===== src/rtl/ppu_pkg.sv =====
// Background-only PPU constants; pattern base is fixed, sprite status bits are not modelled
package ppu_pkg;

	// Visible screen size in pixels
	localparam logic [8:0] SCREEN_ROWS = 9'd240;
	localparam logic [8:0] SCREEN_COLS = 9'd256;

	// One tile span is 8 pixels wide
	localparam logic [3:0] TILE_PIXELS = 4'd8;

	// Idle gap after every row, slows the renderer to the display rate
	localparam logic [15:0] LINE_WAIT_CYCLES = 16'd300;

	// Nametables sit in a 2x2 grid starting at 0x2000
	localparam logic [15:0] NAMETABLE_BASE = 16'h2000;
	localparam logic [15:0] NAMETABLE_STRIDE = 16'h0400;

	// Attribute table follows the 30x32 tile map inside each nametable
	localparam logic [15:0] ATTR_OFFSET = 16'h03C0;

	// Background tiles always come from the upper pattern table
	localparam logic [15:0] BG_PATTERN_BASE = 16'h1000;

	// Background palette, four groups of four colour bytes
	localparam logic [15:0] PALETTE_BASE = 16'h3F00;
	localparam logic [4:0] BG_PALETTE_BYTES = 5'd16;

	// CPU visible status register
	localparam logic [15:0] STATUS_ADDR = 16'h2002;

	// Bit positions in ppu_ctrl2 (mask) and ppu_status
	localparam int MASK_BG_ENABLE = 3;
	localparam int MASK_BG_LEFT = 1;
	localparam int STATUS_VBLANK = 7;

	// Frame sequencer state codes
	localparam logic [2:0] SEQ_IDLE = 3'd0;
	localparam logic [2:0] SEQ_PALETTE = 3'd1;
	localparam logic [2:0] SEQ_TILE_START = 3'd2;
	localparam logic [2:0] SEQ_TILE_WAIT = 3'd3;
	localparam logic [2:0] SEQ_LINE_WAIT = 3'd4;
	localparam logic [2:0] SEQ_VGA_WAIT = 3'd5;

endpackage


===== src/rtl/ppu_palette_load.sv =====
// Loads the 16 background palette bytes; VRAM must answer one cycle after the address edge
`timescale 1ns/1ps

module ppu_palette_load import ppu_pkg::*; (
	input logic clk,
	input logic rst,
	input logic start,
	output logic busy,
	output logic [15:0] vram_addr,
	input logic [7:0] vram_data,
	output logic [BG_PALETTE_BYTES*8-1:0] bg_colors
);

	// Address index runs one step ahead of the capture index
	logic [4:0] addr_idx;
	logic cap_valid;
	logic [3:0] cap_idx;

	// Address is presented straight from the counter
	assign vram_addr = PALETTE_BASE + {11'd0, addr_idx};

	always_ff @(posedge clk or negedge rst) begin
		if (!rst) begin
			busy <= 1'b0;
			addr_idx <= 5'd0;
			cap_valid <= 1'b0;
			cap_idx <= 4'd0;
		end else if (!busy) begin
			cap_valid <= 1'b0;
			if (start) begin
				busy <= 1'b1;
				addr_idx <= 5'd0;
			end
		end else begin
			// Stop walking once every byte address has gone out
			if (addr_idx < BG_PALETTE_BYTES)
				addr_idx <= addr_idx + 5'd1;
			// Data for this address shows up next cycle
			cap_valid <= (addr_idx < BG_PALETTE_BYTES);
			cap_idx <= addr_idx[3:0];
			// Last byte stored ends the job
			if (cap_valid && ({1'b0, cap_idx} == BG_PALETTE_BYTES - 5'd1))
				busy <= 1'b0;
		end
	end

	// Byte n lands in bits 8n+7..8n
	always_ff @(posedge clk) begin
		if (cap_valid)
			bg_colors[{cap_idx, 3'b000} +: 8] <= vram_data;
	end

endmodule


===== src/rtl/ppu_tile_render.sv =====
// Renders one 8-pixel span; inputs must stay stable while busy, frame buffer never stalls
`timescale 1ns/1ps

module ppu_tile_render import ppu_pkg::*; (
	input logic clk,
	input logic rst,
	input logic start,
	output logic busy,
	input logic [8:0] screen_row,
	input logic signed [8:0] screen_col,
	input logic [15:0] scroll,
	input logic [1:0] nt_select,
	input logic [7:0] mask,
	input logic [BG_PALETTE_BYTES*8-1:0] bg_colors,
	output logic [15:0] vram_addr,
	input logic [7:0] vram_data,
	output logic [8:0] vga_row,
	output logic [8:0] vga_col,
	output logic [7:0] vga_data,
	output logic vga_write_en
);

	// World position of the span
	logic [8:0] world_x;
	logic [9:0] y_sum;
	logic [9:0] world_y;
	logic nt_y;
	logic [7:0] local_y;
	logic [4:0] coarse_x;
	logic [4:0] coarse_y;
	logic [2:0] fine_y;

	// Fetch addresses
	logic [15:0] nt_base;
	logic [15:0] nt_addr;
	logic [15:0] attr_addr;
	logic [15:0] pat_lo_addr;
	logic [15:0] pat_hi_addr;
	logic [2:0] attr_shift;
	logic [7:0] attr_shifted;

	// Job sequencing, steps 0..3 fetch and 4..11 write
	logic [3:0] step;
	logic [3:0] write_idx;
	logic write_phase;

	// Fetched tile data
	logic [7:0] tile_q;
	logic [7:0] plane_lo;
	logic [7:0] plane_hi;
	logic [1:0] attr_q;

	// Pixel output path
	logic [9:0] pix_col;
	logic pix_visible;
	logic [1:0] pix_value;
	logic backdrop;

	// X wraps at 512, span start is always tile aligned
	assign world_x = screen_col + {1'b0, scroll[7:0]} + {nt_select[0], 8'h00};

	// Y wraps at 480, a single subtract is enough
	assign y_sum = {1'b0, screen_row} + {2'b00, scroll[15:8]} +
		(nt_select[1] ? {1'b0, SCREEN_ROWS} : 10'd0);
	assign world_y = (y_sum >= {SCREEN_ROWS, 1'b0}) ? y_sum - {SCREEN_ROWS, 1'b0} : y_sum;
	assign nt_y = (world_y >= {1'b0, SCREEN_ROWS});
	assign local_y = nt_y ? 8'(world_y - {1'b0, SCREEN_ROWS}) : world_y[7:0];

	assign coarse_x = world_x[7:3];
	assign coarse_y = local_y[7:3];
	assign fine_y = local_y[2:0];

	// Nametable index is x + 2y in the 2x2 grid
	assign nt_base = NAMETABLE_BASE + {14'd0, nt_y, world_x[8]} * NAMETABLE_STRIDE;
	assign nt_addr = nt_base + {6'd0, coarse_y, coarse_x};
	assign attr_addr = nt_base + ATTR_OFFSET + {10'd0, coarse_y[4:2], coarse_x[4:2]};

	// Low plane addressed from the tile byte arriving this cycle
	assign pat_lo_addr = BG_PATTERN_BASE + {4'd0, vram_data, 4'd0} + {13'd0, fine_y};
	assign pat_hi_addr = BG_PATTERN_BASE + {4'd0, tile_q, 4'd0} + {12'd0, 1'b1, fine_y};

	// Quadrant select inside the 32x32 attribute area
	assign attr_shift = {coarse_y[1], coarse_x[1], 1'b0};
	assign attr_shifted = vram_data >> attr_shift;

	// Nametable address goes out while idle, so the tile byte is ready at step 0
	always_comb begin
		vram_addr = nt_addr;
		if (busy) begin
			case (step)
				4'd0: vram_addr = pat_lo_addr;
				4'd1: vram_addr = pat_hi_addr;
				4'd2: vram_addr = attr_addr;
				default: vram_addr = nt_addr;
			endcase
		end
	end

	always_ff @(posedge clk or negedge rst) begin
		if (!rst) begin
			busy <= 1'b0;
			step <= 4'd0;
		end else if (!busy) begin
			if (start) begin
				busy <= 1'b1;
				step <= 4'd0;
			end
		end else if (step == 4'd3 + TILE_PIXELS) begin
			busy <= 1'b0;
			step <= 4'd0;
		end else begin
			step <= step + 4'd1;
		end
	end

	// Capture one byte per fetch step, then shift the planes per pixel
	always_ff @(posedge clk) begin
		if (busy) begin
			case (step)
				4'd0: tile_q <= vram_data;
				4'd1: plane_lo <= vram_data;
				4'd2: plane_hi <= vram_data;
				4'd3: attr_q <= attr_shifted[1:0];
				default: begin
					plane_lo <= {plane_lo[6:0], 1'b0};
					plane_hi <= {plane_hi[6:0], 1'b0};
				end
			endcase
		end
	end

	assign write_phase = busy && (step >= 4'd4);
	assign write_idx = step - 4'd4;

	// Column may start negative, bit 9 flags that
	assign pix_col = {screen_col[8], screen_col} + {7'd0, write_idx[2:0]};
	assign pix_visible = !pix_col[9] && (pix_col < {1'b0, SCREEN_COLS});
	assign pix_value = {plane_hi[7], plane_lo[7]};

	// Transparent pixel, disabled background or masked left strip show the backdrop
	assign backdrop = (pix_value == 2'b00) || !mask[MASK_BG_ENABLE] ||
		((pix_col < {6'd0, TILE_PIXELS}) && !mask[MASK_BG_LEFT]);

	assign vga_row = screen_row;
	assign vga_col = pix_col[8:0];
	assign vga_data = backdrop ? bg_colors[7:0] : bg_colors[{attr_q, pix_value, 3'b000} +: 8];
	assign vga_write_en = write_phase && pix_visible;

endmodule


===== src/rtl/ppu_status_latch.sv =====
// Only the vertical blank flag is kept; sprite hit and overflow bits always read zero
`timescale 1ns/1ps

module ppu_status_latch import ppu_pkg::*; (
	input logic clk,
	input logic rst,
	input logic frame_done,
	input logic frame_start,
	input logic [15:0] cpu_addr,
	input logic cpu_read,
	output logic [7:0] ppu_status
);

	logic vblank;
	logic status_read;

	// CPU is reading the status register this cycle
	assign status_read = cpu_read && (cpu_addr == STATUS_ADDR);

	// Set at the end of the last row
	// Cleared by a status read or a new frame
	// Setting wins so a read in the same cycle does not lose the flag
	always_ff @(posedge clk or negedge rst) begin
		if (!rst) begin
			vblank <= 1'b0;
		end else if (frame_done) begin
			vblank <= 1'b1;
		end else if (frame_start || status_read) begin
			vblank <= 1'b0;
		end
	end

	// Read value is live, the clear lands on the following edge
	always_comb begin
		ppu_status = 8'h00;
		ppu_status[STATUS_VBLANK] = vblank;
	end

endmodule


===== src/rtl/ppu_fsm.sv =====
// Background-only frame renderer; a new frame needs vga_done low then high, VRAM has 1-cycle reads
`timescale 1ns/1ps

module ppu_fsm import ppu_pkg::*; (
	input logic clk,
	input logic rst,
	output logic [15:0] vram_addr,
	input logic [7:0] vram_data,
	input logic [15:0] cpu_addr,
	input logic cpu_read,
	input logic [7:0] ppu_ctrl1,
	input logic [7:0] ppu_ctrl2,
	output logic [7:0] ppu_status,
	input logic [15:0] cpu_scroll_addr,
	input logic vga_done,
	output logic [8:0] vga_row,
	output logic [8:0] vga_col,
	output logic [7:0] vga_data,
	output logic vga_write_en
);

	// Sequencer state and position
	logic [2:0] state;
	logic [8:0] screen_row;
	logic signed [8:0] screen_col;
	logic [15:0] cnt;

	// Scroll, select and mask latches
	logic [7:0] x_scroll;
	logic [7:0] y_scroll;
	logic [1:0] nt_sel;
	logic [7:0] mask_q;

	// Sub-machine handshakes
	logic palette_start;
	logic palette_busy;
	logic tile_start;
	logic tile_busy;
	logic [15:0] palette_vram_addr;
	logic [15:0] tile_vram_addr;
	logic [BG_PALETTE_BYTES*8-1:0] bg_colors;

	// Sequencer decode
	logic frame_start;
	logic frame_done;
	logic row_start;
	logic tile_done;
	logic span_last;
	logic row_last;
	logic [9:0] col_next;
	logic [8:0] first_col;

	// Frame begins as soon as the display releases the buffer
	assign frame_start = (state == SEQ_IDLE) && vga_done;

	// Row starts after the palette load or after the idle gap
	assign row_start = ((state == SEQ_PALETTE) && !palette_start && !palette_busy) ||
		((state == SEQ_LINE_WAIT) && (cnt == LINE_WAIT_CYCLES - 16'd1));

	// Busy has fallen after the start was taken
	assign tile_done = (state == SEQ_TILE_WAIT) && !tile_start && !tile_busy;

	// Next span start, sign kept in bit 9
	assign col_next = {screen_col[8], screen_col} + {6'd0, TILE_PIXELS};
	assign span_last = !col_next[9] && (col_next >= {1'b0, SCREEN_COLS});
	assign row_last = (screen_row == SCREEN_ROWS - 9'd1);
	assign frame_done = tile_done && span_last && row_last;

	// Row begins at minus the fine X scroll of the value being latched
	assign first_col = 9'd0 - {6'd0, cpu_scroll_addr[2:0]};

	// Y scroll, Y select and mask hold for the whole frame
	always_ff @(posedge clk or negedge rst) begin
		if (!rst) begin
			y_scroll <= 8'h00;
			nt_sel[1] <= 1'b0;
			mask_q <= 8'h00;
		end else if (frame_start) begin
			y_scroll <= cpu_scroll_addr[15:8];
			nt_sel[1] <= ppu_ctrl1[1];
			mask_q <= ppu_ctrl2;
		end
	end

	// X scroll and X select are picked up again on every row
	always_ff @(posedge clk or negedge rst) begin
		if (!rst) begin
			x_scroll <= 8'h00;
			nt_sel[0] <= 1'b0;
		end else if (row_start) begin
			x_scroll <= cpu_scroll_addr[7:0];
			nt_sel[0] <= ppu_ctrl1[0];
		end
	end

	always_ff @(posedge clk or negedge rst) begin
		if (!rst) begin
			state <= SEQ_IDLE;
			screen_row <= 9'd0;
			screen_col <= 9'sd0;
			cnt <= 16'd0;
			palette_start <= 1'b0;
			tile_start <= 1'b0;
		end else begin
			case (state)
				SEQ_IDLE: begin
					if (vga_done) begin
						palette_start <= 1'b1;
						screen_row <= 9'd0;
						state <= SEQ_PALETTE;
					end
				end
				SEQ_PALETTE: begin
					// Drop start once the loader has taken it
					if (palette_start && palette_busy)
						palette_start <= 1'b0;
					if (row_start) begin
						screen_col <= first_col;
						state <= SEQ_TILE_START;
					end
				end
				SEQ_TILE_START: begin
					tile_start <= 1'b1;
					state <= SEQ_TILE_WAIT;
				end
				SEQ_TILE_WAIT: begin
					if (tile_start && tile_busy) begin
						tile_start <= 1'b0;
					end else if (tile_done) begin
						if (!span_last) begin
							screen_col <= col_next[8:0];
							state <= SEQ_TILE_START;
						end else if (row_last) begin
							// Last span of row 239, vblank goes up now
							state <= SEQ_VGA_WAIT;
						end else begin
							screen_row <= screen_row + 9'd1;
							cnt <= 16'd0;
							state <= SEQ_LINE_WAIT;
						end
					end
				end
				SEQ_LINE_WAIT: begin
					if (row_start) begin
						screen_col <= first_col;
						state <= SEQ_TILE_START;
					end else begin
						cnt <= cnt + 16'd1;
					end
				end
				SEQ_VGA_WAIT: begin
					// Display must take the buffer before the next frame
					if (!vga_done)
						state <= SEQ_IDLE;
				end
				default: state <= SEQ_IDLE;
			endcase
		end
	end

	ppu_palette_load u_palette_load (
		.clk(clk),
		.rst(rst),
		.start(palette_start),
		.busy(palette_busy),
		.vram_addr(palette_vram_addr),
		.vram_data(vram_data),
		.bg_colors(bg_colors)
	);

	ppu_tile_render u_tile_render (
		.clk(clk),
		.rst(rst),
		.start(tile_start),
		.busy(tile_busy),
		.screen_row(screen_row),
		.screen_col(screen_col),
		.scroll({y_scroll, x_scroll}),
		.nt_select(nt_sel),
		.mask(mask_q),
		.bg_colors(bg_colors),
		.vram_addr(tile_vram_addr),
		.vram_data(vram_data),
		.vga_row(vga_row),
		.vga_col(vga_col),
		.vga_data(vga_data),
		.vga_write_en(vga_write_en)
	);

	ppu_status_latch u_status_latch (
		.clk(clk),
		.rst(rst),
		.frame_done(frame_done),
		.frame_start(frame_start),
		.cpu_addr(cpu_addr),
		.cpu_read(cpu_read),
		.ppu_status(ppu_status)
	);

	// Palette loader owns VRAM only while it is busy
	assign vram_addr = palette_busy ? palette_vram_addr : tile_vram_addr;

endmodule


===== config.mk =====
export PLATFORM = sky130hd
export DESIGN_NAME = ppu_fsm
export DESIGN_NICKNAME = d
export VERILOG_FILES = /design/src/rtl/ppu_pkg.sv /design/src/rtl/ppu_palette_load.sv /design/src/rtl/ppu_tile_render.sv /design/src/rtl/ppu_status_latch.sv /design/src/rtl/ppu_fsm.sv
export SDC_FILE = /design/constraint.sdc
export NUM_CORES = 1
export LEC_CHECK = 0
export ABC_AREA = 1
export BUFFER_PORTS_ARGS = -buffer_cell sky130_fd_sc_hd__buf_4
export CAP_MARGIN = 20
export CORE_MARGIN = 5
export CORE_UTILIZATION = 60
export CTS_CLUSTER_DIAMETER = 120
export CTS_CLUSTER_SIZE = 28
export DETAILED_ROUTE_END_ITERATION = 16
export GPL_TIMING_DRIVEN = 0
export PLACE_DENSITY = 0.8
export SYNTH_ARGS = -nofsm -noshare
export SYNTH_HDL_FRONTEND = slang
export SYNTH_SLANG_ARGS = --single-unit

===== constraint.sdc =====
create_clock -name clk -period 4.7 [get_ports clk]
set_input_delay 0.705 -clock clk [delete_from_list [all_inputs] [get_ports clk]]
set_output_delay 0.705 -clock clk [all_outputs]
set_load 0.005 [all_outputs]

==> summary.txt <==
Run status
  – Status: completed

Global route
  – First-pass GRT wire length: 54900 µm
  – Vias in the first global route: 10200
  – Congestion Overflow GR: 0
  – Gr usage total: 29.2%
  – Largest net degree at the start of global routing: 77
  – Initial antenna violation count: 0

Route
  – DRC violations left: 0
  – DR vias/cell: 5.89
  – DR vias: 10700
  – Routed len/inst: 19.6 µm
  – Drt first-iter violations: 1131
  – DRT antenna net count: 0
  – Final WL: 35800 µm
  – Pre-antenna DRT Iters: 6

Setup path
  – Startpoint class of the critical path: register
  – Worst path top cell family by delay: simple AND/OR/NAND/NOR gates
  – Slowest-stage cell, CP: fa_1
  – Worst EP required: roughly 4 ns
  – Reg2reg end: u_palette_load.bg_colors[32]$_DFFE_PP_
  – Worst-path fanout max: 6
  – Setup CP Type: register to primary output
  – Crit Reg-Reg Startpoint: u_palette_load.cap_idx[0]$_DFFE_PN0P_
  – Most frequent cell on the critical path: nand2_2
  – CP Data Arrival Time: around 3.9 ns
  – R2r setup slk: a little over 1 ns
  – Worst R2R Path Depth: 8
  – Worst Setup End Kind: primary output
  – Worst path max stage delay: 0.54 ns
  – CP Cell Sequence: fa_1, ha_4, inv_1, nand2_1, nand3_1, nand2_1, nand2_2, nand2_2, a21oi_4, buf_6, nand2_1, nand2_2, inv_2, ha_2, inv_1, nor2_2, nand2_2, nand2_4, nand2_2, nand3_1, nand2_1, nand2_2, a21oi_2, buf_4
  – Bufs and invs on worst path: 5

Synth
  – FF+latch count, synth: 230
  – Predominant post-synthesis flop cell: edfxtp_1
  – Post-synthesis async set-or-reset flop share: between 30% and 40%
  – Post-Syn Instances: 1418
  – Ys Warns: 0
  – EDFF count, synth: 154
  – Area leader, netlist: edfxtp_1
  – Avg Cell Area, Syn: 8.78 µm²
  – Post-synthesis sequential area ratio: a little over half
  – Top cell type's share of synthesized area: 37.2%
  – Post-Syn Area: about 12000 µm²
  – Top cells by area, synth: edfxtp_1 37%, dfrtp_1 15%, nand2_1 8.6%, nor2_1 7.7%, o21ai_0 4.6%
  – Synth cell types: 57

Power
  – Pwr dens: between 700 and 800 nW/µm²
  – Total Power: 10.6 mW
  – Static leakage: just over 6 nW
  – VDD IR-drop max: 0.530 mV

Timing
  – Final hold violation count: 0
  – Setup violators final: 0
  – Tcrit/Tclk final: 97.4%
  – Final slew viol count: 0
  – Least-Margin Pin Slew: 0.965 ns
  – Crit path time final: roughly 4.6 ns
  – Setup ws final: 0.123 ns
  – Worst Clk Skew: 0.0201 ns
  – Slew Limit Headroom: a little over a third
  – Fmax achieved: ~0.22 GHz

Clock tree
  – Skew-Pair Late Insertion Delay: 0.49 ns
  – CTS Root Cell: clkbuf_16
  – Clk buf depth: 3
  – Clk pin slew, worst setup/hold paths: 0.11 ns
  – CTS Buf Count: 12
  – CTS tree: yes
  – Num Clock Sinks: between 200 and 250
  – H-tree depth: 1

Cells and area
  – Layout Nets: roughly 1700
  – Most frequent cells in the layout: 273 x nand2_1, 250 x nor2_1, 154 x edfxtp_1, 144 x inv_1, 115 x o21ai_0
  – Antenna cell count: 0
  – Layout overhead on the synthesized area: 13.9%
  – Commonest non-fill, non-tap cell in the layout: nand2_1
  – Layout cells sized above 1: 14.2%

Die
  – I/O Pins: between 100 and 150
  – CORE AREA: 20300 µm²
  – Die Area: 23700 µm²
  – Initial core utilization: about three fifths
  – Die Ht: 154 µm
  – Site Rows: 52
  – Die X: approximately 150 µm

Place
  – Port bufs: 89
  – Pre-CTS setup slack: 0.260 ns
  – Global placement routability congestion: between 0.9 and 1
  – DP Wirelength: 26900 µm

Hold path
  – Hold Crit Class: primary input to async pin

Job
  – Max Cap Viol: 0
==> final cells by class <==
cell class	instances	area (µm²)
Sequential cell	230	6530
Fill cell	1606	6120
Multi-Input combinational cell	982	5270
Timing Repair Buffer	110	820
Inverter	160	601
Clock buffer	16	358
Tap cell	270	338
Buffer	54	244
Clock inverter	1	20.0
==> worst max-delay path by stage <==
stage	to	slack (ns)	cells past startpoint	from
6_report	vram_addr[4]	0.12	24	nt_sel[1]$_DFFE_PN0P_
5_1_grt	vram_addr[5]	-0.06	23	nt_sel[1]$_DFFE_PN0P_
4_1_cts	vram_addr[4]	0.0003	25	nt_sel[1]$_DFFE_PN0P_
2_1_floorplan	vram_addr[3]	0.92	23	screen_row[1]$_DFFE_PN0P_
3_3_place_gp	vram_addr[4]	0.34	26	screen_row[1]$_DFFE_PN0P_
3_5_place_dp	vram_addr[3]	0.26	24	screen_row[1]$_DFFE_PN0P_
==> synth_stat cells (all sizes together) (14+ instances only) <==
cell type  count
o221ai        25
ha            36
dfrtp         76
nand3         49
nand2        291
a21oi         34
inv          155
nor3          42
clkbuf        35
o21ai        129
buf           19
edfxtp       154
o22ai         14
nor2         261
==> layer usage <==
metal / up-vias / wire [µm] / GRT usage [%] / part of all wire, %
met5: - / 0 / 0 / 0
met4: 0 / 1810 / 11.6 / 5.1
met3: 108 / 2990 / 4.24 / 8.4
met2: 574 / 17000 / 48.3 / 47
met1: 5067 / 14000 / 39.1 / 39
li1: 4989 / - / - / -
==> per-stage QoR <==
stage | hold slack, ns | std cells | TNS [ns] | util (%) | cell area [µm²]
floorplan | 0.409 | 1426 | 0 | - | 12500
global placement | 0.460 | 1785 | 0 | 66.4 | 13500
detailed placement | 0.470 | 1786 | 0 | 66.4 | 13500
CTS | 0.383 | 1807 | 0 | 68.7 | 14000
global route | 0.410 | 1823 | -0.151 | 69.9 | 14200
finish | 0.327 | 1823 | 0 | 69.9 | 14200
==> logic make-up after synthesis <==
kind of cell	share of synthesized area, %
fa+ha+maj	4.58
buf+inv	6.79
other cells	0.0301
compound gates	11.1
mux	1.09
flops	52.4
xor+xnor	1.60
simple gates	22.4
==> report_power, final <==
group	internal (mW)	switching, mW	total [mW]
combinational	2.09	4.11	6.20
sequential	2.86	0.352	3.21
clock	0.553	0.668	1.22
total	5.50	5.13	10.6
==> registers in the layout (all words and copies together), names as in the netlist, 5 cells and up <==
signal,flops
u_palette_load.bg_colors,128
u_tile_render.plane_hi,8
screen_row,9
u_tile_render.tile_q,8
u_tile_render.plane_lo,8
cnt,16
y_scroll,8
u_palette_load.addr_idx,5
screen_col,9
x_scroll,8
==> timing repair <==
item                                    in CTS  in global routing
hold buffers                                 0                  0
endpoints found under the setup margin       7                  8
gates resized for setup                     12                 32
pin swaps                                    4                 17
setup buffers                                4                 12
Note: power is estimated with default switching activity, not from simulation.
